**src/hw/s16_char_pkg.sv**
```systemverilog
// Character layer package with frame geometry, CPU address map and shared vector types
package s16_char_pkg;

    // Tile and frame geometry
    localparam int TILE_PX   = 8;
    localparam int FRAME_W   = 32;
    localparam int FRAME_H   = 16;
    localparam int MAP_COLS  = FRAME_W / TILE_PX;
    localparam int MAP_ROWS  = FRAME_H / TILE_PX;
    localparam int MAP_WORDS = MAP_COLS * MAP_ROWS;
    localparam int PAL_WORDS = 128;

    // Graphics ROM slots granted after reset
    localparam int FETCH_CREDITS = 4;

    // CPU word addresses
    typedef logic [8:0]  cpu_addr_t;
    typedef logic [15:0] cpu_data_t;

    localparam cpu_addr_t ADDR_MAP_BASE = 9'h000;
    localparam cpu_addr_t ADDR_PAL_BASE = 9'h080;
    localparam cpu_addr_t ADDR_CTRL     = 9'h100;

    // Control register bits
    localparam int CTRL_GO_BIT   = 0;
    localparam int CTRL_FLIP_BIT = 1;
    localparam int CTRL_EN_BIT   = 2;

    // Tile code in 7:0, palette bank in 10:8
    typedef logic [15:0] map_entry_t;
    // Code times eight plus line in tile
    typedef logic [10:0] rom_addr_t;
    // Eight 4bpp pixels, leftmost in the top nibble
    typedef logic [31:0] rom_data_t;
    typedef logic [2:0]  pal_bank_t;
    typedef logic [6:0]  pal_idx_t;
    typedef logic [4:0]  chan_t;
    typedef logic [2:0]  credit_t;

    typedef enum logic [1:0] {
        FETCH_IDLE,
        FETCH_RUN,
        FETCH_DRAIN
    } fetch_state_t;

endpackage

```
**src/hw/s16_bus_decode.sv**
```systemverilog
// CPU write decoder steering tile map and palette writes and holding the control register
`timescale 1ns/1ns

module s16_bus_decode (
    input  logic                     clk,
    input  logic                     arst_n,
    input  s16_char_pkg::cpu_addr_t  cpu_addr,
    input  s16_char_pkg::cpu_data_t  cpu_dout,
    input  logic                     cpu_we,
    output logic                     map_we,
    output logic [2:0]               map_addr,
    output s16_char_pkg::map_entry_t map_data,
    output logic                     pal_we,
    output s16_char_pkg::pal_idx_t   pal_addr,
    output logic [14:0]              pal_data,
    output logic                     render_go,
    output logic                     flip,
    output logic                     video_en
);
    import s16_char_pkg::*;

    cpu_addr_t map_off;
    cpu_addr_t pal_off;
    logic      map_hit;
    logic      pal_hit;
    logic      ctrl_hit;
    logic      ctrl_we_q;
    logic      ctrl_flip_q;
    logic      ctrl_en_q;

    // Offsets wrap below the base, so one compare covers the range
    assign map_off  = cpu_addr - ADDR_MAP_BASE;
    assign pal_off  = cpu_addr - ADDR_PAL_BASE;
    assign map_hit  = map_off < cpu_addr_t'(MAP_WORDS);
    assign pal_hit  = pal_off < cpu_addr_t'(PAL_WORDS);
    assign ctrl_hit = cpu_addr == ADDR_CTRL;

    always_ff @(posedge clk or negedge arst_n) begin
        if (!arst_n) begin
            map_we    <= 1'b0;
            pal_we    <= 1'b0;
            ctrl_we_q <= 1'b0;
            render_go <= 1'b0;
            flip      <= 1'b0;
            video_en  <= 1'b0;
        end else begin
            map_we    <= cpu_we && map_hit;
            pal_we    <= cpu_we && pal_hit;
            ctrl_we_q <= cpu_we && ctrl_hit;
            // Go is a strobe, not a stored bit
            render_go <= cpu_we && ctrl_hit && cpu_dout[CTRL_GO_BIT];
            if (ctrl_we_q) begin
                flip     <= ctrl_flip_q;
                video_en <= ctrl_en_q;
            end
        end
    end

    always_ff @(posedge clk) begin
        map_addr    <= map_off[2:0];
        map_data    <= map_entry_t'(cpu_dout);
        pal_addr    <= pal_idx_t'(pal_off);
        pal_data    <= cpu_dout[14:0];
        ctrl_flip_q <= cpu_dout[CTRL_FLIP_BIT];
        ctrl_en_q   <= cpu_dout[CTRL_EN_BIT];
    end

endmodule

```
**src/hw/s16_char_fetch.sv**
```systemverilog
// Character tile fetch with frame walker, credit-limited ROM requests and row return queue
`timescale 1ns/1ns

module s16_char_fetch (
    input  logic                     clk,
    input  logic                     arst_n,
    input  logic                     map_we,
    input  logic [2:0]               map_addr,
    input  s16_char_pkg::map_entry_t map_data,
    input  logic                     render_go,
    input  logic                     flip,
    output logic                     rom_req,
    output s16_char_pkg::rom_addr_t  rom_addr,
    input  logic                     rom_credit,
    input  logic                     rom_valid,
    input  s16_char_pkg::rom_data_t  rom_data,
    output logic                     row_valid,
    input  logic                     row_ready,
    output s16_char_pkg::rom_data_t  row_data,
    output s16_char_pkg::pal_bank_t  row_bank,
    output logic                     row_last
);
    import s16_char_pkg::*;

    map_entry_t   map_mem [MAP_WORDS];
    fetch_state_t state;
    logic [3:0]   line_q;
    logic [1:0]   col_q;
    logic [1:0]   tile_col;
    map_entry_t   cur_entry;
    logic         last_req;
    credit_t      credit_q;
    credit_t      outstanding;
    logic         row_fire;
    rom_data_t    rom_rev;

    // Pointers carry one extra wrap bit over the queue index
    credit_t iss_ptr;
    credit_t ret_ptr;
    credit_t rd_ptr;

    // Side queue written at issue, row data written at return
    pal_bank_t side_bank [FETCH_CREDITS];
    logic      side_flip [FETCH_CREDITS];
    logic      side_last [FETCH_CREDITS];
    rom_data_t row_mem   [FETCH_CREDITS];

    always_ff @(posedge clk) begin
        if (map_we) begin
            map_mem[map_addr] <= map_data;
        end
    end

    assign tile_col  = flip ? 2'(MAP_COLS - 1) - col_q : col_q;
    // Upper line bit selects the tile row
    assign cur_entry = map_mem[{line_q[3], tile_col}];
    assign last_req  = (line_q == 4'(FRAME_H - 1)) && (col_q == 2'(MAP_COLS - 1));

    // Requests issued but not yet handed to the colour block
    assign outstanding = iss_ptr - rd_ptr;
    assign rom_req  = (state == FETCH_RUN) && (credit_q != '0)
                   && (outstanding < credit_t'(FETCH_CREDITS));
    assign rom_addr = {cur_entry[7:0], line_q[2:0]};

    always_ff @(posedge clk or negedge arst_n) begin
        if (!arst_n) begin
            state  <= FETCH_IDLE;
            line_q <= '0;
            col_q  <= '0;
        end else begin
            case (state)
                FETCH_IDLE: begin
                    if (render_go) begin
                        state  <= FETCH_RUN;
                        line_q <= '0;
                        col_q  <= '0;
                    end
                end
                FETCH_RUN: begin
                    if (rom_req) begin
                        col_q <= col_q + 2'd1;
                        if (col_q == 2'(MAP_COLS - 1)) begin
                            line_q <= line_q + 4'd1;
                        end
                        if (last_req) begin
                            state <= FETCH_DRAIN;
                        end
                    end
                end
                FETCH_DRAIN: begin
                    // Wait for every row to leave before accepting go again
                    if (outstanding == '0) begin
                        state <= FETCH_IDLE;
                    end
                end
                default: state <= FETCH_IDLE;
            endcase
        end
    end

    always_ff @(posedge clk or negedge arst_n) begin
        if (!arst_n) begin
            credit_q <= credit_t'(FETCH_CREDITS);
            iss_ptr  <= '0;
            ret_ptr  <= '0;
            rd_ptr   <= '0;
        end else begin
            case ({rom_req, rom_credit})
                2'b10:   credit_q <= credit_q - 3'd1;
                2'b01:   credit_q <= credit_q + 3'd1;
                default: credit_q <= credit_q;
            endcase
            if (rom_req) begin
                iss_ptr <= iss_ptr + 3'd1;
            end
            if (rom_valid) begin
                ret_ptr <= ret_ptr + 3'd1;
            end
            if (row_fire) begin
                rd_ptr <= rd_ptr + 3'd1;
            end
        end
    end

    // Mirror the eight pixels of a flipped row
    always_comb begin
        for (int i = 0; i < TILE_PX; i++) begin
            rom_rev[4*i +: 4] = rom_data[4*(TILE_PX-1-i) +: 4];
        end
    end

    always_ff @(posedge clk) begin
        if (rom_req) begin
            side_bank[iss_ptr[1:0]] <= cur_entry[10:8];
            side_flip[iss_ptr[1:0]] <= flip;
            side_last[iss_ptr[1:0]] <= last_req;
        end
        if (rom_valid) begin
            row_mem[ret_ptr[1:0]] <= side_flip[ret_ptr[1:0]] ? rom_rev : rom_data;
        end
    end

    assign row_valid = ret_ptr != rd_ptr;
    assign row_fire  = row_valid && row_ready;
    assign row_data  = row_mem[rd_ptr[1:0]];
    assign row_bank  = side_bank[rd_ptr[1:0]];
    assign row_last  = side_last[rd_ptr[1:0]];

endmodule

```
**src/hw/s16_char_colmix.sv**
```systemverilog
// Character colour block turning tile rows into palette-mapped 15-bit RGB pixels
`timescale 1ns/1ns

module s16_char_colmix (
    input  logic                    clk,
    input  logic                    arst_n,
    input  logic                    pal_we,
    input  s16_char_pkg::pal_idx_t  pal_addr,
    input  logic [14:0]             pal_data,
    input  logic                    video_en,
    input  logic                    row_valid,
    output logic                    row_ready,
    input  s16_char_pkg::rom_data_t row_data,
    input  s16_char_pkg::pal_bank_t row_bank,
    input  logic                    row_last,
    output logic                    pix_valid,
    input  logic                    pix_ready,
    output s16_char_pkg::chan_t     red,
    output s16_char_pkg::chan_t     green,
    output s16_char_pkg::chan_t     blue,
    output logic                    pix_last
);
    import s16_char_pkg::*;

    logic [14:0] pal_mem [PAL_WORDS];
    rom_data_t   shift_q;
    pal_bank_t   bank_q;
    logic        last_q;
    logic [2:0]  left_q;
    logic        advance;
    logic        take_row;
    pal_idx_t    rd_idx;
    logic [14:0] colour;

    // Output register moves when empty or when its pixel is taken
    assign advance   = !pix_valid || pix_ready;
    assign row_ready = advance && (left_q == '0);
    assign take_row  = row_valid && row_ready;

    // First pixel of a new row goes straight to the lookup
    assign rd_idx = take_row ? {row_bank, row_data[31:28]} : {bank_q, shift_q[31:28]};
    assign colour = video_en ? pal_mem[rd_idx] : 15'd0;

    always_ff @(posedge clk) begin
        if (pal_we) begin
            pal_mem[pal_addr] <= pal_data;
        end
    end

    always_ff @(posedge clk or negedge arst_n) begin
        if (!arst_n) begin
            pix_valid <= 1'b0;
            pix_last  <= 1'b0;
            left_q    <= '0;
        end else if (advance) begin
            if (left_q != '0) begin
                pix_valid <= 1'b1;
                pix_last  <= last_q && (left_q == 3'd1);
                left_q    <= left_q - 3'd1;
            end else if (row_valid) begin
                pix_valid <= 1'b1;
                pix_last  <= 1'b0;
                left_q    <= 3'(TILE_PX - 1);
            end else begin
                pix_valid <= 1'b0;
                pix_last  <= 1'b0;
            end
        end
    end

    always_ff @(posedge clk) begin
        if (advance) begin
            red   <= colour[14:10];
            green <= colour[9:5];
            blue  <= colour[4:0];
            if (take_row) begin
                shift_q <= row_data << 4;
                bank_q  <= row_bank;
                last_q  <= row_last;
            end else if (left_q != '0) begin
                shift_q <= shift_q << 4;
            end
        end
    end

endmodule

```
**src/hw/s16_char_game.sv**
```systemverilog
// Character layer top level joining CPU decode, tile fetch and colour output
`timescale 1ns/1ns

module s16_char_game (
    input  logic                    clk,
    input  logic                    arst_n,
    // CPU bus
    input  s16_char_pkg::cpu_addr_t cpu_addr,
    input  s16_char_pkg::cpu_data_t cpu_dout,
    input  logic                    cpu_we,
    // Graphics ROM with credit return
    output logic                    rom_req,
    output s16_char_pkg::rom_addr_t rom_addr,
    input  logic                    rom_credit,
    input  logic                    rom_valid,
    input  s16_char_pkg::rom_data_t rom_data,
    // Pixel stream
    output logic                    pix_valid,
    input  logic                    pix_ready,
    output s16_char_pkg::chan_t     red,
    output s16_char_pkg::chan_t     green,
    output s16_char_pkg::chan_t     blue,
    output logic                    pix_last
);
    import s16_char_pkg::*;

    logic        map_we;
    logic [2:0]  map_addr;
    map_entry_t  map_data;
    logic        pal_we;
    pal_idx_t    pal_addr;
    logic [14:0] pal_data;
    logic        render_go, flip, video_en;
    logic        row_valid, row_ready, row_last;
    rom_data_t   row_data;
    pal_bank_t   row_bank;

    s16_bus_decode u_decode (
        .clk        ( clk        ),
        .arst_n     ( arst_n     ),
        .cpu_addr   ( cpu_addr   ),
        .cpu_dout   ( cpu_dout   ),
        .cpu_we     ( cpu_we     ),
        .map_we     ( map_we     ),
        .map_addr   ( map_addr   ),
        .map_data   ( map_data   ),
        .pal_we     ( pal_we     ),
        .pal_addr   ( pal_addr   ),
        .pal_data   ( pal_data   ),
        .render_go  ( render_go  ),
        .flip       ( flip       ),
        .video_en   ( video_en   )
    );

    s16_char_fetch u_fetch (
        .clk        ( clk        ),
        .arst_n     ( arst_n     ),
        .map_we     ( map_we     ),
        .map_addr   ( map_addr   ),
        .map_data   ( map_data   ),
        .render_go  ( render_go  ),
        .flip       ( flip       ),
        .rom_req    ( rom_req    ),
        .rom_addr   ( rom_addr   ),
        .rom_credit ( rom_credit ),
        .rom_valid  ( rom_valid  ),
        .rom_data   ( rom_data   ),
        .row_valid  ( row_valid  ),
        .row_ready  ( row_ready  ),
        .row_data   ( row_data   ),
        .row_bank   ( row_bank   ),
        .row_last   ( row_last   )
    );

    s16_char_colmix u_colmix (
        .clk        ( clk        ),
        .arst_n     ( arst_n     ),
        .pal_we     ( pal_we     ),
        .pal_addr   ( pal_addr   ),
        .pal_data   ( pal_data   ),
        .video_en   ( video_en   ),
        .row_valid  ( row_valid  ),
        .row_ready  ( row_ready  ),
        .row_data   ( row_data   ),
        .row_bank   ( row_bank   ),
        .row_last   ( row_last   ),
        .pix_valid  ( pix_valid  ),
        .pix_ready  ( pix_ready  ),
        .red        ( red        ),
        .green      ( green      ),
        .blue       ( blue       ),
        .pix_last   ( pix_last   )
    );

endmodule

```
**config.mk**
```make
export PLATFORM = sky130hd
export DESIGN_NAME = s16_char_game
export DESIGN_NICKNAME = d
export VERILOG_FILES = /design/src/hw/s16_char_pkg.sv /design/src/hw/s16_bus_decode.sv /design/src/hw/s16_char_fetch.sv /design/src/hw/s16_char_colmix.sv /design/src/hw/s16_char_game.sv
export SDC_FILE = /design/constraint.sdc
export NUM_CORES = 2
export LEC_CHECK = 0
export ABC_AREA = 1
export BUFFER_PORTS_ARGS = -buffer_cell sky130_fd_sc_hd__clkbuf_2
export CORE_MARGIN = 8
export CORE_UTILIZATION = 45
export CTS_BUF_LIST = sky130_fd_sc_hd__clkbuf_16
export DETAILED_ROUTE_END_ITERATION = 16
export GPL_TIMING_DRIVEN = 1
export SLEW_MARGIN = 20
export SYNTH_ARGS = -nofsm -noshare
export SYNTH_HDL_FRONTEND = slang
export SYNTH_SLANG_ARGS = --single-unit
```
**constraint.sdc**
```tcl
create_clock -name clk -period 5.8 [get_ports clk]
set_input_delay 0.29 -clock clk [delete_from_list [all_inputs] [get_ports clk]]
set_output_delay 0.29 -clock clk [all_outputs]
set_load 0.02 [all_outputs]
```
# ---- Word level (Yosys, flattened, before mapping)
# Memory sizes are Yosys's and may differ from the RTL's. A register that Yosys moved wholly into a read port is not among the register bits.
# Cells that the tools add are included.
dict set report op_classes {
  addsub 11
  magnitude_cmp 3
  eq_ne 14
  n_mux 31
  reduce_logical 28
}
# operator count
set ops {}
lappend ops {{$mux W32} 3}
lappend ops {{$mux W2} 7}
lappend ops {{$add A3 B1 Y3 const B} 4}
lappend ops {{$mux W4} 3}
lappend ops {{$mux W1} 11}
lappend ops {{$logic_and A1 B1 Y1} 10}
lappend ops {{$eq A9 B9 Y1 const B} 1}
lappend ops {{$lt A9 B4 Y1 const B} 1}
lappend ops {{$lt A9 B8 Y1 const B} 1}
lappend ops {{$sub A9 B8 Y9 const B} 1}
lappend ops {{$pmux W4 S2} 1}
lappend ops {{$reduce_and A4 Y1} 2}
lappend ops {{$reduce_bool A2 Y1} 4}
lappend ops {{$mux W7} 1}
lappend ops {{$eq A2 B2 Y1 const B} 3}
lappend ops {{$logic_not A3 Y1} 2}
lappend ops {{$mux W3} 2}
lappend ops {{$ne A2 B1 Y1 const B} 3}
lappend ops {{$pmux W2 S3} 1}
lappend ops {{$pmux W3 S2} 1}
lappend ops {{$reduce_and A2 Y1} 3}
lappend ops {{$reduce_bool A3 Y1} 2}
lappend ops {{$sub A3 B1 Y3 const B} 2}
lappend ops {{$add A4 B1 Y4 const B} 1}
lappend ops {{14 further kinds} 17}
dict set report word_totals {
  reg_bits 105
  mem_bits_rw 2196
  input_bits 63
  out_inout_bits 29
  mem_count 6
}
# name depth word_bits rd rd_clocked_by_memory_dff write_ports line
set mem_list {}
lappend mem_list {u_colmix.pal_mem 128 15 1 1 1 s16_char_colmix.sv:25} ;# logic [14:0] pal_mem [PAL_WORDS];
lappend mem_list {u_fetch.map_mem 8 16 1 0 1 s16_char_fetch.sv:25} ;# map_entry_t map_mem [MAP_WORDS];
lappend mem_list {u_fetch.row_mem 4 32 1 0 1 s16_char_fetch.sv:46} ;# rom_data_t row_mem [FETCH_CREDITS];
lappend mem_list {u_fetch.side_bank 4 3 1 0 1 s16_char_fetch.sv:43} ;# pal_bank_t side_bank [FETCH_CREDITS];
lappend mem_list {u_fetch.side_flip 4 1 1 0 1 s16_char_fetch.sv:44} ;# logic side_flip [FETCH_CREDITS];
lappend mem_list {u_fetch.side_last 4 1 1 1 1 s16_char_fetch.sv:45} ;# logic side_last [FETCH_CREDITS];

# ---- Logic depth before layout (Yosys ltp)
dict set report logic_depth {
  ltp_word 6
  ltp_mapped 20
  ltp_nobuf 17
}

# ---- Hierarchy
# From an unflattened synthesis, not the netlist that was laid out.
dict set report unflattened {
  cells_unflattened 8861
  hier_area_um2 95932.0
}
# module instances cells_per_inst area_per_inst_um2 seq_area_each_um2
set by_module_without_submodules {}
lappend by_module_without_submodules {s16_char_colmix 1 7904 84248.3 59191.8}
lappend by_module_without_submodules {s16_char_fetch 1 890 10820.4 7588.5}
lappend by_module_without_submodules {s16_bus_decode 1 67 863.3 610.6}

# ---- Worst setup path after synthesis
# Ideal clock, no wire load.
dict set report synth_path {
  path_kind {reg-to-reg}
  start {register u_fetch.iss_ptr[0]}
  end {register u_fetch.credit_q[1]}
  setup_ns 0.125
  arrival_time_ns 3.090
  required_ns 5.675
  path_slack_ns 2.585
  stages_incl_launch_ff 13
  path_cell_list {dfrtp_1 > inv_1 > ha_1 > fa_1 > xnor2_1 > xor2_1 > nand2_1 > nor2_1 > inv_1 > ha_1 > inv_1 > fa_1 > mux2_2}
}
dict set report synth_between {
  elab_chain_cells 5
}
# element line
set synth_lines {}
lappend synth_lines {{start, declared} s16_char_fetch.sv:38} ;# credit_t iss_ptr;
lappend synth_lines {{start signal, assigned} s16_char_fetch.sv:114} ;# iss_ptr <= iss_ptr + 3'd1;
lappend synth_lines {{$sub A3 B3 Y3 *} s16_char_fetch.sv:60} ;# assign outstanding = iss_ptr - rd_ptr;
lappend synth_lines {{$lt A3 B3 Y1 *} s16_char_fetch.sv:62} ;# && (outstanding < credit_t'(FETCH_CREDITS));
lappend synth_lines {{$logic_and A1 B1 Y1 *} s16_char_fetch.sv:62}
lappend synth_lines {{named net rom_req} s16_char_game.sv:12} ;# output logic rom_req,
lappend synth_lines {{$eq A2 B1 Y1 / $eq A2 B2 Y1 (equally long branches)} s16_char_fetch.sv:108} ;# case ({rom_req, rom_credit})
lappend synth_lines {{$pmux W3 S2 / $reduce_bool A2 Y1 (equally long branches)} --}
lappend synth_lines {{end signal, assigned} s16_char_fetch.sv:109} ;# 2'b10: credit_q <= credit_q - 3'd1;
lappend synth_lines {{end signal, assigned} s16_char_fetch.sv:110} ;# 2'b01: credit_q <= credit_q + 3'd1;
lappend synth_lines {{end signal, assigned} s16_char_fetch.sv:111} ;# default: credit_q <= credit_q;
lappend synth_lines {{end, declared} s16_char_fetch.sv:32} ;# credit_t credit_q;
# Mark *: on every way through the listed nets, which the timed path passes. The rest lies on a longest branch.
# A chain may end at the register's enable or synchronous reset.

# ---- Worst setup path in the final report
dict set report layout_path {
  start {register u_fetch.rd_ptr[1]}
  end {register u_colmix.green[3] (read register of u_colmix.pal_mem) (data pin)}
}
dict set report layout_between {
  elab_chain_cells 3
}
# element line
set layout_lines {}
lappend layout_lines {{start, declared} s16_char_fetch.sv:40} ;# credit_t rd_ptr;
lappend layout_lines {{start signal, assigned} s16_char_fetch.sv:120} ;# rd_ptr <= rd_ptr + 3'd1;
lappend layout_lines {{parallel branches: the longest is 2 deep, another holds $mem_v2 Z4 W32} --}
lappend layout_lines {{$mux W7 *} s16_char_colmix.sv:41} ;# assign rd_idx = take_row ? {row_bank, row_data[31:28]} : {bank_q, shift_q[31:28]};
lappend layout_lines {{end, declared} s16_char_colmix.sv:19} ;# output s16_char_pkg::chan_t green,
# Every way passes the cells marked *.

==> reports/qor.txt <==
setup tns final - 0 ns
syn avg cell area - 10.72 um2
worst skew pair latency - 0.86 ns
flop and latch count out of synthesis - 2256
Cells after Synth - 8971
met3 routed WL - 19850 um
DR top layer - met5
final setup vio count - 0
CTS Buffer Depth - 3
mapped cell area - 96150 um2
synth-to-layout area growth - 12.43%
beginning of the critical path - u_fetch.rd_ptr[1]
Worst Tran Pin Value - 1.174 ns
synth unique cells - 42
DP HPWL - 143600 um
critical path arrival - 5.51 ns
asr flop ratio synth - 1.374%
share of the synthesized area in the top cell type - 68.80%
switching share of power - 39.74%
CP delay by family, top - simple AND/OR/NAND/NOR gates
layout cells sized above 1 - 7.521%
GRT Overall Usage - 22.05%
Yosys warnings - 0
Initial DRC Count - 6777
post-layout net count - 9210
CTS resizes - 0
Critical path buffers and inverters - 1
Core Region - 212300 um2
H-tree depth - 4
Synth Area in XOR/XNOR - 0.1093%
clock share of power - 26.0%
Post-Syn Nets - 9052
Clock Sinks - 2256
metal2 WL - 122300 um
Final ANT Viol Nets - 0
Max-Cap Viols - 0
clock-pin slew on the worst setup and hold paths - 0.06 ns
Critical Path Fanout Max - 84
DR vias - 63870
P per Cell Area - 486.0 nW/um2
Initial DRT Pass Iterations - 6
WP depth - 15
Std-Cell Rows - 169
total wire length - 260000 um
maximum vdd ir drop - 699.5 uV
CP Cell Sequence - xnor2_1 > nand3_2 > nand2_4 > nand2_4 > nand2_8 > buf_12 > nand2_1 > nand3_1 > nand3_1 > nand3_1 > nand3_1 > nand3_1 > nand3_1 > nand2_1 > nor2_1
Die H - 478.3 um
post-synthesis mux area share - 0.03513%
Final Critical Period - 4.916 ns
initial antenna violation count - 3
fin cells - 12150
Period Utilization, post-route - 84.76%
CTS Root Buffer Type - clkbuf_16
die area - 228700 um2
Num CTS Buffers - 228
Inst Count DP - 11640
RSZ-0062 raised after global routing - no
startpoint types - flip-flop
Starting Density - 45.29%
RR Startpoint - u_fetch.rd_ptr[1]
DRC - 0
count of input and output buffers - 90
GP Congestion - 0.8273
most frequent CP cell - nand3_1
Synth Area in Simple Gates - 19.88%
WL/cell - 21.41 um
critical path type - flip-flop to flip-flop
CP max-delay cell - dfrtp_1
global route total overflow - 0
most frequent cells in the layout - 2523 x nand2_1, 2203 x edfxtp_1, 1576 x nand3_1
hold_ws - 0.07525 ns
Max-slew headroom - 21.74%
Reg power frac - 35.9%
hold path cells - 2
r2r setup slk - 0.88 ns
global-route wire length before repair - 386400 um
CP Capture Point - u_colmix.green[3]
Synth area leader - edfxtp_1
HP Class - input port to flip-flop
Die Wd - 478.3 um
Slowest Stage Delay on Critical Path - 0.80 ns
share of power burned in combinational logic - 38.1%
wire length on met1 - 108900 um
sw power - 20880 uW
Pins Over Slew Limit - 0
number of I/O pins - 92
Synth Area in Compound Gates - 1.990%
status - completed
synth top area cells - edfxtp_1 69%, nand2_1 9.9%, nand3_1 8.2%, inv_1 5.1%, buf_2 1.8%
most common cell after layout, fill and taps aside - nand2_1
Via-to-Cell Ratio - 5.258
largest family of logic cells by synthesized area - simple AND/OR/NAND/NOR gates
EDFF count, synth - 2203
Crit. End Element - flip-flop
total internal power - 31660 uW
Worst R2R End - u_colmix.green[3]
Hold Vio Cnt, Final - 0
Main synth FF type - edfxtp_1
largest net degree at the start of global routing - 137
Max Fclk - 203.4 MHz
Register-to-Register Path Depth - 15
register area share after synthesis - 70.07%
number of global-route vias before repair - 60740
TritonCTS clock tree - yes
Clock Skew - 0.03039 ns
Critical Path RT - 6.39 ns
Post-Synth Adder-Cell Area - 0.2498%
Static Leakage - 0.04373 uW
through the flow:
step | worst slack (ns) | util, % | total power [uW] | cell area [um2]
after floorplan | 2.585 | - | 32020 | 96150
after global placement | 0.9516 | 47.27 | 38810 | 100400
after detailed placement | 0.9719 | 47.27 | 39030 | 100400
after CTS | 0.9376 | 50.90 | 52780 | 108100
after global routing | 0.6037 | 50.92 | 55260 | 108100
final | 0.8840 | 50.92 | 52540 | 108100
flip-flops by register name (all words and copies together), names as in the netlist, 4 cells and up:
register,cells
u_decode.map_data,15
u_fetch.side_bank,12
u_colmix.green,5
u_fetch.line_q,4
u_fetch.side_flip,4
u_colmix.red,5
u_colmix.pal_mem,1920
u_decode.pal_addr,5
u_fetch.map_mem,88
u_colmix.shift_q,28
u_colmix.blue,5
u_fetch.side_last,4
u_fetch.row_mem,128
final cells by class:
type | instances | area, um2
Fill cell | 18580 | 104200
Sequential cell | 2256 | 67430
Clock inverter | 190 | 1105
Clock buffer | 232 | 5806
Multi-Input combinational cell | 4903 | 21550
Timing Repair Buffer | 428 | 3736
Inverter | 1312 | 4935
Antenna cell | 4 | 10.01
Tap cell | 2821 | 3530
power by group through the flow:
stage | logic (uW) | registers, uW | clock network (uW)
floorplan | 12900 | 19100 | 0
global placement | 19600 | 19200 | 0
detailed placement | 19800 | 19200 | 0
CTS | 20000 | 18800 | 13900
global route | 21900 | 18900 | 14500
finish | 20000 | 18800 | 13700
timing repair:
action / 4_1_cts / 5_1_grt
hold buffers: 79 / 0
buffers inserted: 0 / 0
endpoints found under the hold margin: 192 / 0
Yosys cell counts (7+ instances only):
library cell and n:
nand3_1 1578, a31oi_1 24, nor3_1 11, buf_2 350, nor2_1 426, dfxtp_1 22, a21oi_1 28, edfxtp_1 2203
clkbuf_1 101, buf_4 24, xor2_1 7, buf_1 19, o211ai_1 92, o21ai_0 139, ha_1 16, inv_1 1304
dfrtp_1 30, nand2_1 2524, o22ai_1 26
metal layers:
layer | GRT usage [%] | up-vias
met5 | 0 | -
met4 | 7.672 | 2
met3 | 3.825 | 483
met2 | 35.87 | 2409
met1 | 30.07 | 30960
li1 | - | 30020
worst min path at each step:
stage	start	to
6_report	cpu_dout[14]	u_decode.map_data[14]
5_1_grt	cpu_dout[14]	u_decode.map_data[14]
4_1_cts	cpu_dout[6]	u_decode.map_data[6]
3_5_place_dp	cpu_dout[6]	u_decode.map_data[6]
3_3_place_gp	cpu_dout[5]	u_decode.map_data[5]
2_1_floorplan	arst_n	u_colmix.left_q[0]
cells by family (layout without fill, tap and decap cells):
logic type | Yosys count | count (layout)
muxes | 3 | 3
adders and majority gates | 18 | 18
AOI/OAI and AO/OA | 318 | 318
xor gates and xnor gates | 12 | 12
DFF | 2256 | 2256
buffers and inverters | 1812 | 2162
other | 0 | 4
and+or+nand+nor | 4552 | 4552
No activity file was read; power rests on OpenSTA's default activity.
